--- config.mk ---
export PLATFORM = sky130hd
export DESIGN_NAME = mac_streamer_top
export DESIGN_NICKNAME = d
export VERILOG_FILES = /design/src/mac_ctrl_pkg.sv /design/src/mac_mem_pkg.sv /design/src/mac_tcdm_if.sv /design/src/mac_streamer_top.sv /design/src/mac_store_channel.sv /design/src/mac_load_channel.sv /design/src/mac_tcdm_mux.sv /design/src/mac_stream_ctrl.sv
export VERILOG_INCLUDE_DIRS = /design/src
export SDC_FILE = /design/constraint.sdc
export NUM_CORES = 1
export LEC_CHECK = 0
export ABC_AREA = 1
export BUFFER_PORTS_ARGS = -buffer_cell sky130_fd_sc_hd__buf_4
export CAP_MARGIN = 10
export CELL_PAD_IN_SITES_DETAIL_PLACEMENT = 1
export CELL_PAD_IN_SITES_GLOBAL_PLACEMENT = 1
export CORE_ASPECT_RATIO = 0.75
export CORE_MARGIN = 2
export CORE_UTILIZATION = 46
export DETAILED_ROUTE_END_ITERATION = 8
export GPL_TIMING_DRIVEN = 0
export PLACE_DENSITY = 0.8
export SLEW_MARGIN = 20
export SYNTH_ARGS = -nofsm -noshare
export SYNTH_HDL_FRONTEND = slang
export SYNTH_SLANG_ARGS = --single-unit
--- constraint.sdc ---
create_clock -name clk_i -period 3.4 [get_ports clk_i]
set_clock_uncertainty 0.1 [all_clocks]
set_input_delay 0.51 -clock clk_i [delete_from_list [all_inputs] [get_ports clk_i]]
set_output_delay 0.51 -clock clk_i [all_outputs]
set_load 0.005 [all_outputs]
--- src/mac_streamer_params.svh ---
/*
 * global sizing of the MAC memory streamer
 * include wherever a width, a buffer depth or a credit count is needed
 */

`ifndef MAC_STREAMER_PARAMS_SVH
`define MAC_STREAMER_PARAMS_SVH

// memory word and byte address
`define MAC_DATA_WIDTH 32
`define MAC_ADDR_WIDTH 32

// address step per beat, one full word
`define MAC_WORD_BYTES 4

// entries per channel buffer
`define MAC_FIFO_DEPTH 4

// engine-side buffer depth, i.e. initial credits of a load stream
`define MAC_CONSUMER_CREDITS 2

// width of the pairs and output counts
`define MAC_CNT_WIDTH 16

`endif
--- src/mac_ctrl_pkg.sv ---
/*
 * control-side types of the streamer
 * stream select, job counts and the job setting held during a run
 */

`default_nettype none

`include "mac_streamer_params.svh"

package mac_ctrl_pkg;

  // owner of the memory port
  typedef enum logic [1:0] {
    sel_a = 2'd0,
    sel_b = 2'd1,
    sel_c = 2'd2,
    sel_d = 2'd3
  } stream_sel_e;

  // pair and output counts
  typedef logic [`MAC_CNT_WIDTH-1:0] cnt_t;

  // latched at start, stable for the whole job
  typedef struct packed {
    logic simple_mul;  // a, b, d per result
    cnt_t pairs;       // a/b pairs per result in MAC mode
    cnt_t n_out;       // results in the job
  } job_cfg_t;

endpackage

`default_nettype wire

--- src/mac_mem_pkg.sv ---
/*
 * memory-side types of the streamer
 * shared by the port interface, the mux and the stream channels
 */

`default_nettype none

`include "mac_streamer_params.svh"

package mac_mem_pkg;

  // --------------------
  // memory port payload
  // --------------------

  // one full data word, every access is word wide
  typedef logic [`MAC_DATA_WIDTH-1:0] word_t;

  // byte address
  // streams step it by MAC_WORD_BYTES
  typedef logic [`MAC_ADDR_WIDTH-1:0] addr_t;

endpackage

`default_nettype wire

--- src/mac_tcdm_if.sv ---
/*
 * one stream's view of the shared memory port (TCDM style)
 * channels use the channel modport, the request mux the mux modport
 */

`default_nettype none

interface mac_tcdm_if
  import mac_mem_pkg::*;
();

  // request side, driven by the stream channel
  logic  req;
  addr_t add;
  logic  wen;     // 1 = read, 0 = write
  word_t data;

  // response side, driven by the mux
  logic  gnt;
  logic  r_valid;
  word_t r_data;

  modport channel (
    output req, add, wen, data,
    input  gnt, r_valid, r_data
  );

  modport mux (
    input  req, add, wen, data,
    output gnt, r_valid, r_data
  );

endinterface

`default_nettype wire

--- src/mac_streamer_top.sv ---
/*
 * memory streamer for the MAC engine, top level
 * three load streams and one store stream share one word-wide port
 */

`default_nettype none

`include "mac_streamer_params.svh"

module mac_streamer_top
  import mac_mem_pkg::*;
  import mac_ctrl_pkg::*;
(
  input  logic  clk_i,
  input  logic  rst_ni,
  // job control
  input  logic  start_i,
  input  logic  simple_mul_i,
  input  cnt_t  pairs_i,
  input  cnt_t  n_out_i,
  input  addr_t a_base_i,
  input  addr_t b_base_i,
  input  addr_t c_base_i,
  input  addr_t d_base_i,
  output logic  busy_o,
  output logic  done_o,
  // memory port
  output logic  mem_req_o,
  output addr_t mem_add_o,
  output logic  mem_wen_o,
  output word_t mem_data_o,
  input  logic  mem_gnt_i,
  input  logic  mem_r_valid_i,
  input  word_t mem_r_data_i,
  // engine streams
  output logic  a_valid_o,
  output word_t a_data_o,
  input  logic  a_credit_i,
  output logic  b_valid_o,
  output word_t b_data_o,
  input  logic  b_credit_i,
  output logic  c_valid_o,
  output word_t c_data_o,
  input  logic  c_credit_i,
  input  logic  d_valid_i,
  input  word_t d_data_i,
  output logic  d_credit_o
);

  stream_sel_e sel, resp_sel;
  logic        sel_valid, job_start, mem_hs;

  mac_tcdm_if a_tcdm ();
  mac_tcdm_if b_tcdm ();
  mac_tcdm_if c_tcdm ();
  mac_tcdm_if d_tcdm ();

  // channels restart only on a start the controller accepts
  assign job_start = start_i & ~busy_o;
  // a grant counts only against a live request
  assign mem_hs    = mem_req_o & mem_gnt_i;

  mac_stream_ctrl i_ctrl (
    .clk_i, .rst_ni, .start_i, .simple_mul_i, .pairs_i, .n_out_i,
    .mem_gnt_i   ( mem_hs    ),
    .sel_o       ( sel       ),
    .sel_valid_o ( sel_valid ),
    .resp_sel_o  ( resp_sel  ),
    .busy_o, .done_o
  );

  mac_tcdm_mux i_mux (
    .sel_i ( sel ), .sel_valid_i ( sel_valid ), .resp_sel_i ( resp_sel ),
    .mem_req_o, .mem_add_o, .mem_wen_o, .mem_data_o,
    .mem_gnt_i, .mem_r_valid_i, .mem_r_data_i,
    .a_tcdm, .b_tcdm, .c_tcdm, .d_tcdm
  );

  // --------------------
  // stream channels
  // --------------------

  mac_load_channel #(.DEPTH(`MAC_FIFO_DEPTH), .CREDITS(`MAC_CONSUMER_CREDITS)) i_a_load (
    .clk_i, .rst_ni, .start_i ( job_start ), .base_i ( a_base_i ), .tcdm ( a_tcdm ),
    .valid_o ( a_valid_o ), .data_o ( a_data_o ), .credit_i ( a_credit_i )
  );

  mac_load_channel #(.DEPTH(`MAC_FIFO_DEPTH), .CREDITS(`MAC_CONSUMER_CREDITS)) i_b_load (
    .clk_i, .rst_ni, .start_i ( job_start ), .base_i ( b_base_i ), .tcdm ( b_tcdm ),
    .valid_o ( b_valid_o ), .data_o ( b_data_o ), .credit_i ( b_credit_i )
  );

  mac_load_channel #(.DEPTH(`MAC_FIFO_DEPTH), .CREDITS(`MAC_CONSUMER_CREDITS)) i_c_load (
    .clk_i, .rst_ni, .start_i ( job_start ), .base_i ( c_base_i ), .tcdm ( c_tcdm ),
    .valid_o ( c_valid_o ), .data_o ( c_data_o ), .credit_i ( c_credit_i )
  );

  // result write-back
  mac_store_channel #(.DEPTH(`MAC_FIFO_DEPTH)) i_d_store (
    .clk_i, .rst_ni, .start_i ( job_start ), .base_i ( d_base_i ), .tcdm ( d_tcdm ),
    .valid_i ( d_valid_i ), .data_i ( d_data_i ), .credit_o ( d_credit_o )
  );

endmodule

`default_nettype wire

--- src/mac_store_channel.sv ---
/*
 * store stream: buffers engine results under granted credits and
 * writes them out at linear addresses from the d base
 */

`default_nettype none

`include "mac_streamer_params.svh"

module mac_store_channel
  import mac_mem_pkg::*;
#(
  parameter int unsigned DEPTH = `MAC_FIFO_DEPTH
) (
  input  logic       clk_i,
  input  logic       rst_ni,
  input  logic       start_i,
  input  addr_t      base_i,
  mac_tcdm_if.channel tcdm,
  input  logic       valid_i,
  input  word_t      data_i,
  output logic       credit_o
);

  localparam int unsigned PTR_W = (DEPTH > 1) ? $clog2(DEPTH) : 1;
  localparam int unsigned CNT_W = $clog2(DEPTH + 1);

  word_t            buf_q [DEPTH];
  logic [PTR_W-1:0] wr_ptr_q, rd_ptr_q;
  logic [CNT_W-1:0] fill_q;
  logic [CNT_W-1:0] pend_q;    // credits not yet handed out
  logic             credit_q;
  addr_t            addr_q;
  logic             issue, grant;

  assign issue = tcdm.req & tcdm.gnt;
  // at most one credit pulse per cycle
  assign grant = (pend_q != '0);

  // --------------------
  // write issue
  // --------------------

  assign tcdm.req  = (fill_q != '0);
  assign tcdm.add  = addr_q;
  assign tcdm.wen  = 1'b0;
  assign tcdm.data = buf_q[rd_ptr_q];
  assign credit_o  = credit_q;

  always_ff @(posedge clk_i or negedge rst_ni) begin
    if (!rst_ni) begin
      addr_q   <= '0;
      wr_ptr_q <= '0;
      rd_ptr_q <= '0;
      fill_q   <= '0;
      // a full buffer's worth of credits right after reset
      pend_q   <= CNT_W'(DEPTH);
      credit_q <= 1'b0;
    end else begin
      if (start_i) begin
        addr_q <= base_i;
      end else if (issue) begin
        addr_q <= addr_q + addr_t'(`MAC_WORD_BYTES);
      end
      if (valid_i) begin
        wr_ptr_q <= (wr_ptr_q == PTR_W'(DEPTH - 1)) ? '0 : wr_ptr_q + 1'b1;
      end
      if (issue) begin
        rd_ptr_q <= (rd_ptr_q == PTR_W'(DEPTH - 1)) ? '0 : rd_ptr_q + 1'b1;
      end
      fill_q   <= fill_q + CNT_W'(valid_i) - CNT_W'(issue);
      // each word written frees one slot, hence one more credit
      pend_q   <= pend_q - CNT_W'(grant) + CNT_W'(issue);
      credit_q <= grant;
    end
  end

  // buffer storage
  always_ff @(posedge clk_i) begin
    if (valid_i) begin
      buf_q[wr_ptr_q] <= data_i;
    end
  end

endmodule

`default_nettype wire

--- src/mac_load_channel.sv ---
/*
 * one load stream: linear read addresses, a small buffer for returned
 * words and a credit-based output towards the engine
 * used for the a, b and c streams
 */

`default_nettype none

`include "mac_streamer_params.svh"

module mac_load_channel
  import mac_mem_pkg::*;
#(
  parameter int unsigned DEPTH   = `MAC_FIFO_DEPTH,
  parameter int unsigned CREDITS = `MAC_CONSUMER_CREDITS
) (
  input  logic       clk_i,
  input  logic       rst_ni,
  input  logic       start_i,
  input  addr_t      base_i,
  mac_tcdm_if.channel tcdm,
  output logic       valid_o,
  output word_t      data_o,
  input  logic       credit_i
);

  localparam int unsigned PTR_W = (DEPTH > 1) ? $clog2(DEPTH) : 1;
  localparam int unsigned CNT_W = $clog2(DEPTH + 1);
  localparam int unsigned CRD_W = $clog2(CREDITS + 1);

  word_t            buf_q [DEPTH];
  logic [PTR_W-1:0] wr_ptr_q, rd_ptr_q;
  logic [CNT_W-1:0] fill_q;    // words held in the buffer
  logic [CNT_W-1:0] occ_q;     // buffered plus reads in flight
  logic [CRD_W-1:0] credit_q;
  addr_t            addr_q;
  logic             issue, push, pop;

  assign issue = tcdm.req & tcdm.gnt;
  assign push  = tcdm.r_valid;
  assign pop   = valid_o;

  // --------------------
  // read issue
  // --------------------

  // stop asking once every slot is spoken for
  assign tcdm.req  = (occ_q < CNT_W'(DEPTH));
  assign tcdm.add  = addr_q;
  assign tcdm.wen  = 1'b1;
  assign tcdm.data = '0;

  // one beat per cycle while a word and a credit are there
  assign valid_o = (fill_q != '0) && (credit_q != '0);
  assign data_o  = buf_q[rd_ptr_q];

  always_ff @(posedge clk_i or negedge rst_ni) begin
    if (!rst_ni) begin
      addr_q   <= '0;
      wr_ptr_q <= '0;
      rd_ptr_q <= '0;
      fill_q   <= '0;
      occ_q    <= '0;
      credit_q <= CRD_W'(CREDITS);
    end else begin
      // base-plus-word-step address
      if (start_i) begin
        addr_q <= base_i;
      end else if (issue) begin
        addr_q <= addr_q + addr_t'(`MAC_WORD_BYTES);
      end
      if (push) begin
        wr_ptr_q <= (wr_ptr_q == PTR_W'(DEPTH - 1)) ? '0 : wr_ptr_q + 1'b1;
      end
      if (pop) begin
        rd_ptr_q <= (rd_ptr_q == PTR_W'(DEPTH - 1)) ? '0 : rd_ptr_q + 1'b1;
      end
      fill_q   <= fill_q + CNT_W'(push) - CNT_W'(pop);
      occ_q    <= occ_q + CNT_W'(issue) - CNT_W'(pop);
      // spend one per beat, regain one per returned credit
      credit_q <= credit_q - CRD_W'(pop) + CRD_W'(credit_i);
    end
  end

  // buffer storage
  always_ff @(posedge clk_i) begin
    if (push) begin
      buf_q[wr_ptr_q] <= tcdm.r_data;
    end
  end

endmodule

`default_nettype wire

--- src/mac_tcdm_mux.sv ---
/*
 * combinational request/response mux onto the single memory port
 * request and grant follow the request select, read data the response select
 */

`default_nettype none

module mac_tcdm_mux
  import mac_mem_pkg::*;
  import mac_ctrl_pkg::*;
(
  input  stream_sel_e    sel_i,
  input  logic           sel_valid_i,
  input  stream_sel_e    resp_sel_i,
  output logic           mem_req_o,
  output addr_t          mem_add_o,
  output logic           mem_wen_o,
  output word_t          mem_data_o,
  input  logic           mem_gnt_i,
  input  logic           mem_r_valid_i,
  input  word_t          mem_r_data_i,
  mac_tcdm_if.mux        a_tcdm,
  mac_tcdm_if.mux        b_tcdm,
  mac_tcdm_if.mux        c_tcdm,
  mac_tcdm_if.mux        d_tcdm
);

  // --------------------
  // request path
  // --------------------

  always_comb begin
    mem_req_o  = 1'b0;
    mem_add_o  = '0;
    mem_wen_o  = 1'b1;
    mem_data_o = '0;
    a_tcdm.gnt = 1'b0;
    b_tcdm.gnt = 1'b0;
    c_tcdm.gnt = 1'b0;
    d_tcdm.gnt = 1'b0;
    // port idle between jobs
    if (sel_valid_i) begin
      unique case (sel_i)
        sel_a: begin
          mem_req_o  = a_tcdm.req;
          mem_add_o  = a_tcdm.add;
          mem_wen_o  = a_tcdm.wen;
          mem_data_o = a_tcdm.data;
          a_tcdm.gnt = mem_gnt_i;
        end
        sel_b: begin
          mem_req_o  = b_tcdm.req;
          mem_add_o  = b_tcdm.add;
          mem_wen_o  = b_tcdm.wen;
          mem_data_o = b_tcdm.data;
          b_tcdm.gnt = mem_gnt_i;
        end
        sel_c: begin
          mem_req_o  = c_tcdm.req;
          mem_add_o  = c_tcdm.add;
          mem_wen_o  = c_tcdm.wen;
          mem_data_o = c_tcdm.data;
          c_tcdm.gnt = mem_gnt_i;
        end
        default: begin
          mem_req_o  = d_tcdm.req;
          mem_add_o  = d_tcdm.add;
          mem_wen_o  = d_tcdm.wen;
          mem_data_o = d_tcdm.data;
          d_tcdm.gnt = mem_gnt_i;
        end
      endcase
    end
  end

  // --------------------
  // response path
  // --------------------

  // only the stream granted last cycle sees r_valid
  assign a_tcdm.r_valid = (resp_sel_i == sel_a) & mem_r_valid_i;
  assign b_tcdm.r_valid = (resp_sel_i == sel_b) & mem_r_valid_i;
  assign c_tcdm.r_valid = (resp_sel_i == sel_c) & mem_r_valid_i;
  assign d_tcdm.r_valid = (resp_sel_i == sel_d) & mem_r_valid_i;
  assign a_tcdm.r_data  = (resp_sel_i == sel_a) ? mem_r_data_i : '0;
  assign b_tcdm.r_data  = (resp_sel_i == sel_b) ? mem_r_data_i : '0;
  assign c_tcdm.r_data  = (resp_sel_i == sel_c) ? mem_r_data_i : '0;
  assign d_tcdm.r_data  = (resp_sel_i == sel_d) ? mem_r_data_i : '0;

endmodule

`default_nettype wire

--- src/mac_stream_ctrl.sv ---
/*
 * job sequencer of the streamer
 * steps the request select on each grant and delays it by one cycle
 * for the read response, counts pairs and results, flags busy and done
 */

`default_nettype none

module mac_stream_ctrl
  import mac_ctrl_pkg::*;
(
  input  logic        clk_i,
  input  logic        rst_ni,
  input  logic        start_i,
  input  logic        simple_mul_i,
  input  cnt_t        pairs_i,
  input  cnt_t        n_out_i,
  input  logic        mem_gnt_i,
  output stream_sel_e sel_o,
  output logic        sel_valid_o,
  output stream_sel_e resp_sel_o,
  output logic        busy_o,
  output logic        done_o
);

  job_cfg_t    cfg_q;
  stream_sel_e sel_q, sel_n, resp_sel_q;
  cnt_t        pair_cnt_q, out_cnt_q;
  logic        busy_q, done_q;
  logic        start, step, last_pair, last_out;

  // a new job only from idle
  assign start     = start_i & ~busy_q;
  assign step      = busy_q & mem_gnt_i;
  assign last_pair = (pair_cnt_q == cfg_q.pairs - 1'b1);
  assign last_out  = (out_cnt_q == cfg_q.n_out - 1'b1);

  // --------------------
  // request select
  // --------------------

  always_comb begin
    sel_n = sel_q;
    if (step) begin
      unique case (sel_q)
        sel_a: sel_n = sel_b;
        sel_b: begin
          // simple mode skips c, MAC loops on a/b until the last pair
          if (cfg_q.simple_mul) begin
            sel_n = sel_d;
          end else if (last_pair) begin
            sel_n = sel_c;
          end else begin
            sel_n = sel_a;
          end
        end
        sel_c: sel_n = sel_d;
        sel_d: sel_n = sel_a;
        default: sel_n = sel_a;
      endcase
    end
  end

  // --------------------
  // job state
  // --------------------

  always_ff @(posedge clk_i or negedge rst_ni) begin
    if (!rst_ni) begin
      cfg_q      <= '0;
      sel_q      <= sel_a;
      resp_sel_q <= sel_a;
      pair_cnt_q <= '0;
      out_cnt_q  <= '0;
      busy_q     <= 1'b0;
      done_q     <= 1'b0;
    end else begin
      done_q     <= 1'b0;
      // read data comes back exactly one cycle after its grant
      resp_sel_q <= sel_q;
      sel_q      <= sel_n;
      if (start) begin
        cfg_q      <= '{simple_mul: simple_mul_i, pairs: pairs_i, n_out: n_out_i};
        sel_q      <= sel_a;
        pair_cnt_q <= '0;
        out_cnt_q  <= '0;
        busy_q     <= 1'b1;
      end else if (step) begin
        // b grants count pairs in MAC mode
        if (sel_q == sel_b && !cfg_q.simple_mul) begin
          pair_cnt_q <= last_pair ? '0 : pair_cnt_q + 1'b1;
        end
        // d grants count results, the last one ends the job
        if (sel_q == sel_d) begin
          if (last_out) begin
            out_cnt_q <= '0;
            busy_q    <= 1'b0;
            done_q    <= 1'b1;
          end else begin
            out_cnt_q <= out_cnt_q + 1'b1;
          end
        end
      end
    end
  end

  assign sel_o       = sel_q;
  assign sel_valid_o = busy_q;
  assign resp_sel_o  = resp_sel_q;
  assign busy_o      = busy_q;
  assign done_o      = done_q;

endmodule

`default_nettype wire

* Yosys cells after proc, flatten, opt, wreduce, memory -nomap -nowiden
Memory sizes are Yosys's and may differ from the RTL's. Index checks and enable logic that the tools add are counted.
Operators by class: add/subtract/negate cells 38, order comparisons 3, eq/ne operators 15, muxes and demuxes 64, bitwise operators 11, reductions and logical operators 27
Operators with widths (number):
- two-way mux 32 bit | 14
- adder 32 x 3 -> 32 bit, second input constant | 4
- two-way mux 16 bit | 8
- one-hot mux 32 bit (3 select lines) | 1
- adder 16 x 1 -> 16 bit, second input constant | 2
- equality test 16 bit | 2
- subtractor 16 x 1 -> 16 bit, second input constant | 2
- two-way mux 1 bit | 27
- adder 3 x 1 -> 3 bit | 8
- two-way mux 2 bit | 12
- subtractor 3 x 1 -> 3 bit | 8
- equality test 2 bit, second input constant | 11
- nonzero test 2 bit | 11
- adder 2 x 1 -> 2 bit, second input constant | 8
- nonzero test 3 bit | 5
- bitwise AND 1 bit | 10
- less-than comparator 3 bit, second input constant | 3
- one-hot mux 2 bit (4 select lines) | 1
- adder 2 x 1 -> 2 bit | 3
- subtractor 2 x 1 -> 2 bit | 3
- equality test 2 x 1 -> 1 bit, second input constant | 2
- logical AND 1 bit | 4
- logical NOT 2 bit | 2
- AND reduction 2 bit | 2
- 5 further kinds | 5
Storage, ports and cells: register bits 246, memory bits (writable) 512, input bits 234, output and inout port bits 168, word-level logic and storage cells 195, memories 4
Memory list:
- i_a_load.buf_q | depth 4, bits a word 32, rd ports 1, clocked after Yosys merged registers in 0, write ports 1, RTL line mac_load_channel.sv:31 | word_t buf_q [DEPTH];
- i_b_load.buf_q | depth 4, bits a word 32, rd ports 1, clocked after Yosys merged registers in 0, write ports 1, RTL line mac_load_channel.sv:31
- i_c_load.buf_q | depth 4, bits a word 32, rd ports 1, clocked after Yosys merged registers in 0, write ports 1, RTL line mac_load_channel.sv:31
- i_d_store.buf_q | depth 4, bits a word 32, rd ports 1, clocked after Yosys merged registers in 0, write ports 1, RTL line mac_store_channel.sv:28 | word_t buf_q [DEPTH];

* Longest topological paths before layout
Gate-level depths: netlist (run 1).
depth in word-level cells 7, mapped depth 18, depth with buffers taken out 18

* Modules after synthesis
From an unflattened synthesis (run 1), not the netlist that was laid out.
Second synthesis, totals: cells, all modules 4432, area, all modules 39140.0 um2
By module, submodules not included:
- mac_load_channel (i_a_load ...) | times used 2, cells an instance 748, area each 7813.7 um2, seq. area each 4946.0 um2
- mac_load_channel (i_b_load) | times used 1, cells an instance 761, area each 7873.8 um2, seq. area each 4946.0 um2
- mac_store_channel | times used 1, cells an instance 727, area each 7614.8 um2, seq. area each 4921.0 um2
- mac_stream_ctrl | times used 1, cells an instance 674, area each 4757.1 um2, seq. area each 1776.7 um2
- mac_tcdm_mux | times used 1, cells an instance 770, area each 3249.4 um2, seq. area each 0.0 um2
- mac_streamer_top | times used 1, cells an instance 4, area each 17.5 um2, seq. area each 0.0 um2

* Least setup slack after synthesis (run 1)
Ideal clock, no wire load.
kind input to register, from in mem_r_valid_i, to mem i_a_load.buf_q[0][0] in the netlist's numbering (enable), library setup time 0.421 ns, arrival 2.239 ns, required time 2.879 ns, slack 0.640 ns, stages on the path 4, path buffers 0, cell sequence inv_1 > nor2_1 > inv_1 > nor2_1
On the way: cells in the longest elaborated chain, start to end 3
Ends and longest elaborated chain:
- start, declared | RTL line mac_streamer_top.sv:33 | input logic mem_r_valid_i,
- bitwise AND 1 bit | RTL line mac_tcdm_mux.sv:81 | assign a_tcdm.r_valid = (resp_sel_i == sel_a) & mem_r_valid_i;
- two-way mux 1 bit | RTL line mac_load_channel.sv:87 | if (push) begin
- two-way mux 1 bit (not written as such) | RTL line mac_load_channel.sv:88 | buf_q[wr_ptr_q] <= tcdm.r_data;
- end, declared | RTL line mac_load_channel.sv:31
No other way between the ends.

* Worst setup path after layout (run 1)
from reg i_ctrl.sel_q[1], in the netlist i_ctrl.sel_o[1], to out mem_add_o[22]
On the way: cells in the longest elaborated chain, start to end 3, elaborated cells between the ends (all ways) 5, classes of those cells eq/ne: 2; mux: 2; reduce/logical: 1
Ends and longest elaborated chain:
- start, declared | RTL line mac_stream_ctrl.sv:27 | stream_sel_e sel_q, sel_n, resp_sel_q;
- start signal, assigned | RTL line mac_stream_ctrl.sv:71 | sel_q <= sel_a;
- start signal, assigned | RTL line mac_stream_ctrl.sv:81 | sel_q <= sel_n;
- start signal, assigned | RTL line mac_stream_ctrl.sv:84 | sel_q <= sel_a;
- equality test 2 bit (tied with other cells) | RTL line mac_tcdm_mux.sv:43 | unique case (sel_i)
- one-hot mux 32 bit (3 select lines) (*) | RTL line mac_tcdm_mux.sv:43
- two-way mux 32 bit (*) | RTL line mac_tcdm_mux.sv:42 | if (sel_valid_i) begin
- end, declared | RTL line mac_streamer_top.sv:29 | output addr_t mem_add_o,
Mark *: on every way between the ends. The rest lies on a longest branch, timed or not.

==> results of run 1 <==
## final cells by class
type	instances	share of cell area, %
antenna	11	0.0614
buffer	179	1.82
clock buffer	101	4.78
clock inverter	44	1.34
inverter	365	3.07
multi-input combinational	2426	28.4
sequential	758	48.1
tap	1046	2.92
timing repair buffer	495	9.51
## critical path, stage by stage, from the launching register on
cell and delay (ns):
dfrtp_2 0.55, inv_2 0.08, nor2_4 0.21, inv_1 0.11, clkbuf_2 0.26, o211ai_1 0.38
o21ai_0 0.26, inv_1 0.11, buf_4 0.11
## kinds of logic after synthesis
group	Yosys count	synth area share [%]
compound gates	786	12.2
buf+inv	545	5.90
xor+xnor	145	3.57
flops	758	59.3
fa+ha+maj	58	2.16
simple gates	1437	16.9
## metal layers
metal	up-vias	part of all wire (%)
li1	13947	-
met3	281	8.5
met2	1392	45
met4	2	3.7
met5	-	0.068
met1	15775	42
## stage by stage
step                setup slack (ns)  setup TNS [ns]
finish                        0.0416               0
detailed placement             0.323               0
global placement              -0.869         -443.46
CTS                           0.0111               0
global route                  0.0122               0
floorplan                      0.640               0
## timing repair
item / in CTS / in global routing
pin swaps: 0 / 1
gates cloned: 0 / 0
buffers inserted: 0 / 3
resized for setup: 33 / 30
endpoints found under the hold margin: 216 / 0
hold buffers: 73 / 0
endpoints found under the setup margin: 135 / 85
## registers in the layout (all words and copies together) (netlist names), 3 cells and up
register / count
i_c_load.fill_q: 3
i_b_load.fill_q: 3
i_b_load.occ_q: 3
i_d_store.pend_q: 3
i_d_store.buf_q: 128
i_d_store.fill_q: 3
i_a_load.occ_q: 3
i_d_store.tcdm.add: 32
i_a_load.buf_q: 128
i_a_load.tcdm.add: 32
i_ctrl.pair_cnt_q: 16
i_b_load.buf_q: 128
i_b_load.tcdm.add: 32
i_c_load.buf_q: 128
i_ctrl.out_cnt_q: 16
i_ctrl.cfg_q: 33
i_a_load.fill_q: 3
i_c_load.occ_q: 3
i_c_load.tcdm.add: 32
## worst paths after layout
check	start	to	slack [ns]	cells after the start
setup / recovery	i_ctrl.sel_o[1]$_DFFE_PN0P_	mem_add_o[22]	0.04	8
hold / removal	simple_mul_i	i_ctrl.cfg_q[32]$_DFFE_PN0P_	0.02	3
setup reg to reg	i_ctrl.busy_o$_DFFE_PN0P_	i_d_store.tcdm.add[9]$_DFFE_PN0P_	0.31	7
hold reg to reg	i_a_load.tcdm.add[0]$_DFFE_PN0P_	i_a_load.tcdm.add[0]$_DFFE_PN0P_	0.39	2
max in group asynchronous	rst_ni	i_b_load.tcdm.add[30]$_DFFE_PN0P_	1.66	4
min in group asynchronous	rst_ni	i_d_store.rd_ptr_q[1]$_DFFE_PN0P_	0.25	2
## power breakdown
part | leakage, uW | internal, uW | switching (uW)
logic | 0.00936 | 6000 | 11200
clock network | 0.00134 | 5350 | 4010
registers | 0.00773 | 12400 | 1740
## cells in the final DEF, fill, tap and decap left out, types with 7 or more instances in the layout
master / count
nor2_2: 19
xnor2_1: 38
dlygate4sd3_1: 73
o21ai_1: 24
buf_1: 21
edfxtp_1: 512
nand4_1: 61
buf_16: 17
nand2_1: 462
a21oi_1: 87
o211ai_1: 18
o21ai_0: 430
clkinv_2: 16
nand3_1: 108
bufinv_16: 11
clkbuf_1: 97
fa_1: 8
xor2_1: 105
buf_2: 27
nor2_1: 652
diode_2: 11
ha_1: 50
nor3_1: 58
inv_1: 346
clkinv_1: 10
clkbuf_2: 40
a32oi_1: 7
a21oi_2: 11
buf_4: 405
nor4_1: 18
buf_6: 7
nor2_4: 20
dfrtp_1: 240
inv_2: 16
o221ai_1: 20
nand2_2: 9
a31oi_1: 11
clkbuf_16: 80
o22ai_1: 154
==> impl.org, run 1 <==
** Synth
- After synthesis the cells add up to ~36000 sq um.
- After synthesis, the mean cell area works out to around 10 sq um.
- Share of synthesized area occupied by flip-flops and latches :: 59.3%
- Counting flops with a built-in enable in the synthesized netlist gives 512.
- Most numerous cell types in the synthesized netlist :: nor2_1, edfxtp_1, nand2_1
- Counting flops and latches in the post-synthesis netlist gives around 760.
- After synthesis, the share of flip-flops with an asynchronous set or reset is ~32%.
- Yosys mapped the design onto 60 distinct sky130hd cell types.
- Among all flip-flop cells after synthesis, the most frequent one is edfxtp_1.
- Area fraction of the dominant cell type after synthesis :: 42.3%
- The Yosys step of the flow raised 0 warnings.
- Post-synthesis net count :: around 4000
- By area the synthesized netlist is led by edfxtp_1, dfrtp_1, nor2_1, o21ai_0, nand2_1.
- edfxtp_1 takes more of the synthesized area than any other cell.
- The most common cell in the synthesized netlist is nor2_1.
- Instance count of the mapped netlist :: about 3700

** Place
- After detailed placement, the total cell area comes to 41200 sq um.
- The number of placed instances, taps included, is between 5000 and 6000.
- After legalization and detailed placement, the total HPWL measured about 100000 um.
- Port buffering added 401 buffers.
- Final estimated routing congestion in global placement :: 0.976

** GRT
- Busiest layer in global routing :: met2
- The first global-routing pass estimated just over 200000 um of wire.
- Global route total overflow :: 0
- Antenna violations before repair :: 15
- Global routing consumed, on the met1 layer, 45.8% of the routing resources.
- Global routing consumed, over all layers together, roughly a third of the routing resources.
- Maximum number of pins on one net before global-route repair :: between 80 and 90
- Vias in the first global route :: 32168
- For met2 alone, demand over resource in global routing was 51.2%.
- Global routing used ~7.7% of the available met3 tracks.

** Worst setup path
- Of all nets on the critical path, the largest fanout is 10.
- The worst setup path is captured at an output port.
- Type of element launching the critical path :: flip-flop
- Data on the critical path arrives at its endpoint at approximately 2.8 ns.
- Required time of the critical path :: ~2.8 ns
- The critical path in this run is classified as reg -> out.

** Finish
- The finished cells cover roughly 45000 sq um.
- Measured on the finished design, the core utilization comes to between 50% and 60%.
- For this run, the number of standard cells in the final layout without fillers is approximately 5400.
- In the final design database the tool counted approximately 4600 nets.
- Summing all multi-input logic gate instances after layout gives 12700 sq um.
- Register area :: approximately 22000 sq um
- The layout has just under 9000 filler cells.
- Of the cells placed in the final design, the portion with a size suffix greater than 1 is 16.6%.
- Area Overhead vs Synth :: 23.4%

** Power and ir drop
- After layout, the design draws a total of approximately 41000 uW.
- IR analysis of the VDD net gives a maximum drop of about 0.46 mV.
- In this run the static leakage power is approximately 0.018 uW.
- Power spread over the standard cell area amounts to between 900 and 1000 nW/um^2.

** Floorplan
- The die covers around 81000 sq um.
- Starting Density :: a little under half
- Measured along the x axis, the die boundary spans between 300 and 400 um.
- Standard-cell rows :: 89
- The core region is a little under 80000 sq um.
- In this run the count of I/O pins placed on the die edge is about 400.
- Die Ht :: roughly 250 um

** Clocking
- Clock root buffer :: clkbuf_16
- H-Tree Level Count :: 3
- Clock transition at path regs :: approximately 0.060 ns
- Clock tree from TritonCTS :: built
- Clock latency reported for the late side of the worst-skew pair :: 0.67 ns
- Counting along the longest clock path gives a buffer depth of 3.
- CTS Buf Count :: 79
- Number of clock sinks :: 758

** STA
- For the pin with the worst max-slew slack, the measured transition is roughly 1.2 ns.
- Final Cycle Share :: roughly 99%
- Clock period minus worst slack :: approximately 3.4 ns
- Based on the critical path, the design can be clocked at up to 0.298 GHz.
- The hold violation count in the final report was 0.
- Hold is met by approximately 0.017 ns.
- Worst rel slew slack :: between 10% and 20%
- The number of max-slew violations in the final report came to 0.
- Final-report setup violation count :: 0
- Setup repair after global routing left no endpoint under its margin.

** Detailed routing
- The first detailed-routing pass ran for 5 iterations.
- After detailed routing, the number of remaining DRC violations is 0.
- After the first detailed-routing iteration, the DRC count stood at ~3100.
- The final layout contains routed wiring with a total length of roughly 140000 um.
- Remaining antenna violation count after routing :: 0
- Per-cell via count in the routed design :: between 5 and 6
- Total number of vias :: about 31000
- DR WL/cell :: between 20 and 30 um

** Run status
- The flow ran to the end, and the final reports show no timing, DRC or antenna violations.

** Run
- Across the run, the number of max-cap violations was 0.

** Worst hold path
- The path class of the tightest hold or removal check is in -> reg.
No activity file was read; power rests on OpenSTA's default activity.
==> run 2: changes to the inputs <==
--- a/config.mk
+++ b/config.mk
@@ -9,13 +9,12 @@
 export ABC_AREA = 1
 export BUFFER_PORTS_ARGS = -buffer_cell sky130_fd_sc_hd__buf_4
 export CAP_MARGIN = 10
-export CELL_PAD_IN_SITES_DETAIL_PLACEMENT = 1
+export CELL_PAD_IN_SITES_DETAIL_PLACEMENT = 0
 export CELL_PAD_IN_SITES_GLOBAL_PLACEMENT = 1
 export CORE_ASPECT_RATIO = 0.75
 export CORE_MARGIN = 2
 export CORE_UTILIZATION = 46
 export DETAILED_ROUTE_END_ITERATION = 8
-export GPL_TIMING_DRIVEN = 0
 export PLACE_DENSITY = 0.8
 export SLEW_MARGIN = 20
 export SYNTH_ARGS = -nofsm -noshare
==> impl.org, run 2 (synthesis gave the netlist of run 1 again) <==
** Worst setup path
- The maximum net fanout on the critical path was 34 (+24).
- The combined buffer and inverter count along the critical path came to 3 (-2).
- The worst endpoint data arrival time is 2.61 ns (-0.14 ns).
- Crit-path slowest cell :: dfrtp_1
- Setup crit end kind :: output port
- Crit-path leading delay family :: buffers and inverters
- The worst setup path is launched from a flip-flop.
- By startpoint and endpoint, the worst setup path is classified as reg -> out.
- The maximum single-stage delay on the critical path came to 0.60 ns (+0.05 ns).
- Required time of the critical path :: 2.79 ns (about the same)
- The critical path goes through nand2_4 > inv_1 > nand2_1 > buf_4 > a21oi_1 > buf_4.
- In this design, the critical path's most frequently occurring cell is buf_4.

** GRT
- The overall fraction of global-route tracks in use was 26.3% (-6.9 points).
- The sum of overflow across all layers after global routing was 0 (unchanged).
- The maximum number of pins on one net before global-route repair was 91 (+4.6%).
- Vias in the first global route :: 26550 (-17%)
- The global-route wire length before repair was 162000 um (-20%).
- The number of antenna violations at the first check in global routing is 10 (-5).

** Floorplan
- Standard-cell rows :: 89 (unchanged)
- The effective utilization at floorplan came to 46.3% (unchanged).
- The I/O pin count is 402 (unchanged).
- The area enclosed by the die boundary is 81200 sq um (unchanged).
- The width of the chip came to 328 um (unchanged).
- Die Ht :: 247 um (unchanged)
- Placeable Area :: 78400 sq um (unchanged)

** Clocking
- TritonCTS built the clock tree.
- Clock root buffer :: clkbuf_16
- Clock transition at path regs :: 0.06 ns (about the same)
- The CTS buffer count is 78 (-1.3%).
- The number of sinks handled by clock tree synthesis is 758 (unchanged).
- The clock latency reported for the late side of the worst-skew pair was 0.66 ns (about the same).
- The deepest clock path buffer count was 3 (unchanged).
- H-Tree Level Count :: 3 (unchanged)

** STA
- Clock period minus worst slack :: 3.22 ns (-0.134 ns)
- The relative slew slack was 47.5% (+28 points).
- Final-report setup violation count :: 0 (unchanged)
- The ratio of final minimum period to clock period is 94.8% (-3.9 points).
- Maximum clock rate :: 0.310 GHz (+4.1%)
- Slew of the pin with the lowest slew margin :: 0.787 ns (-0.418 ns)
- The hold violation count in the final report was 0 (unchanged).
- Number of max-slew violations in the final report :: 0 (unchanged)
- Worst Hold Slack :: 0.0270 ns (+0.00984 ns)
- The final sum of negative setup slack is 0 ns (unchanged).
- Unrepaired setup endpoints after global routing :: no
- The slack of the critical path is 0.175 ns (+0.134 ns).

** Detailed routing
- The vias after detailed routing is 28478 (-9.3%).
- Remaining antenna violation count after routing :: 0 (unchanged)
- DR WL/cell :: 20.5 um (-19%)
- The violation count after the first detailed-route iteration is 2799 (-11%).
- The first-pass detailed-route iteration total came to 6 (+1).
- DRC viols :: 0 (unchanged)
- The via density per instance was 5.39 (-6.8%).
- The total detailed-routing wirelength was 108000 um (-21%).

** Finish
- Net count of the finished layout :: 4459 (-3.0%)
- In the layout the commonest cells are nor2_1, edfxtp_1, nand2_1, buf_4, o21ai_0.
- Leading cell type in the layout, fill and taps excluded :: nor2_1
- Filler cell count :: 6899 (-21%)
- The final cell count without fillers is 5280 (-2.7%).
- Ratio of cells with drive above 1 in the final layout :: 16.0% (-0.61 points)
- Compared with the post-synthesis result, the final layout area differs by 20.7%.

** Power and ir drop
- The power density over the cells was 867 nW/um^2 (-4.6%).
- The worst vdd rail ir drop was 0.475 mV (+2.5%).
- The static leakage was 0.0180 uW (-2.3%).

** Place
- Number of buffers added on ports :: 401 (unchanged)
- Detail Placement HPWL :: 75400 um (-24%)
- Number of instances in the placed design :: 5056 (-2.7%)
- Final estimated routing congestion in global placement :: 0.946 (-3.2%)
- Setup WS pre-CTS :: 0.702 ns (+0.380 ns)

** Worst hold path
- Class of the most critical hold timing path :: in -> reg

** Run status
- The flow ran to the end, and the final reports show no timing, DRC or antenna violations.

** Run
- Count of max-cap constraint violations :: 0 (unchanged)
## run 2: changes by cell type in the layout (fill, tap and decap cells not counted), sizes merged
cell         before  now
clkbuf          223  105
buf             479  461
bufinv           11    5
diode            11    6
dlygate4sd3      73   77
clkinv           31   28
clkinvlp          1    3
inv             366  365
## run 2: area by class of cell
class,count,area [sq um],area share [%]
sequential,758,21500,49.1
multi-input combinational,2426,12700,28.9
timing repair buffer,538,4340,9.91
clock buffer,105,2140,4.89
inverter,365,1380,3.15
tap,1046,1310,2.99
clock inverter,36,425,0.970
antenna,6,15.0,0.0343
## run 2: layer usage
metal / GRT usage, % / wire length, um
met5: 0 / 0
met1: 39.0 / 49300
met4: 7.28 / 2560
met3: 6.08 / 8700
met2: 38.6 / 47800
## run 2: tightest hold or removal path, stage by stage
cell	delay [ns]
buf_4	0.08
o211ai_1	0.08
o21ai_0	0.07
## run 2: repair_timing
action,in CTS,in global routing
hold buffers,77,0
setup buffers,0,0
endpoints found under the setup margin,0,6
resized for setup,0,4
hold endpoints to repair,226,0
## run 2: final timing paths
| kind | start | endpoint | slack, ns | cells past startpoint |
|---|---|---|---|---|
| max | i_ctrl.sel_o[1]$_DFFE_PN0P_ | mem_data_o[29] | 0.18 | 6 |
| min | a_base_i[23] | i_a_load.tcdm.add[23]$_DFFE_PN0P_ | 0.03 | 3 |
| max reg2reg | i_ctrl.sel_o[1]$_DFFE_PN0P_ | i_d_store.fill_q[2]$_DFF_PN0_ | 0.70 | 10 |
| min reg2reg | i_a_load.tcdm.add[0]$_DFFE_PN0P_ | i_a_load.tcdm.add[0]$_DFFE_PN0P_ | 0.38 | 2 |
| max in group asynchronous | rst_ni | i_a_load.credit_q[1]$_DFF_PN1_ | 2.00 | 3 |
| min in group asynchronous | rst_ni | i_ctrl.cfg_q[18]$_DFFE_PN0P_ | 0.31 | 2 |
## run 2: metrics by stage
step / power (uW) / instance area, sq um / util (%)
final: 38000 / 43800 / 55.9
after global routing: 40500 / 43800 / 55.9
after CTS: 38100 / 43800 / 55.9
after detailed placement: 29400 / 40500 / 51.6
after global placement: 29300 / 40500 / 51.6
after floorplan: 23200 / 36300 / -
## run 2: where the power goes
| group | total, uW | switching [uW] | internal [uW] |
|---|---|---|---|
| Combinational | 15400 | 9670 | 5690 |
| Sequential | 14100 | 1620 | 12400 |
| Clock | 8590 | 3720 | 4870 |
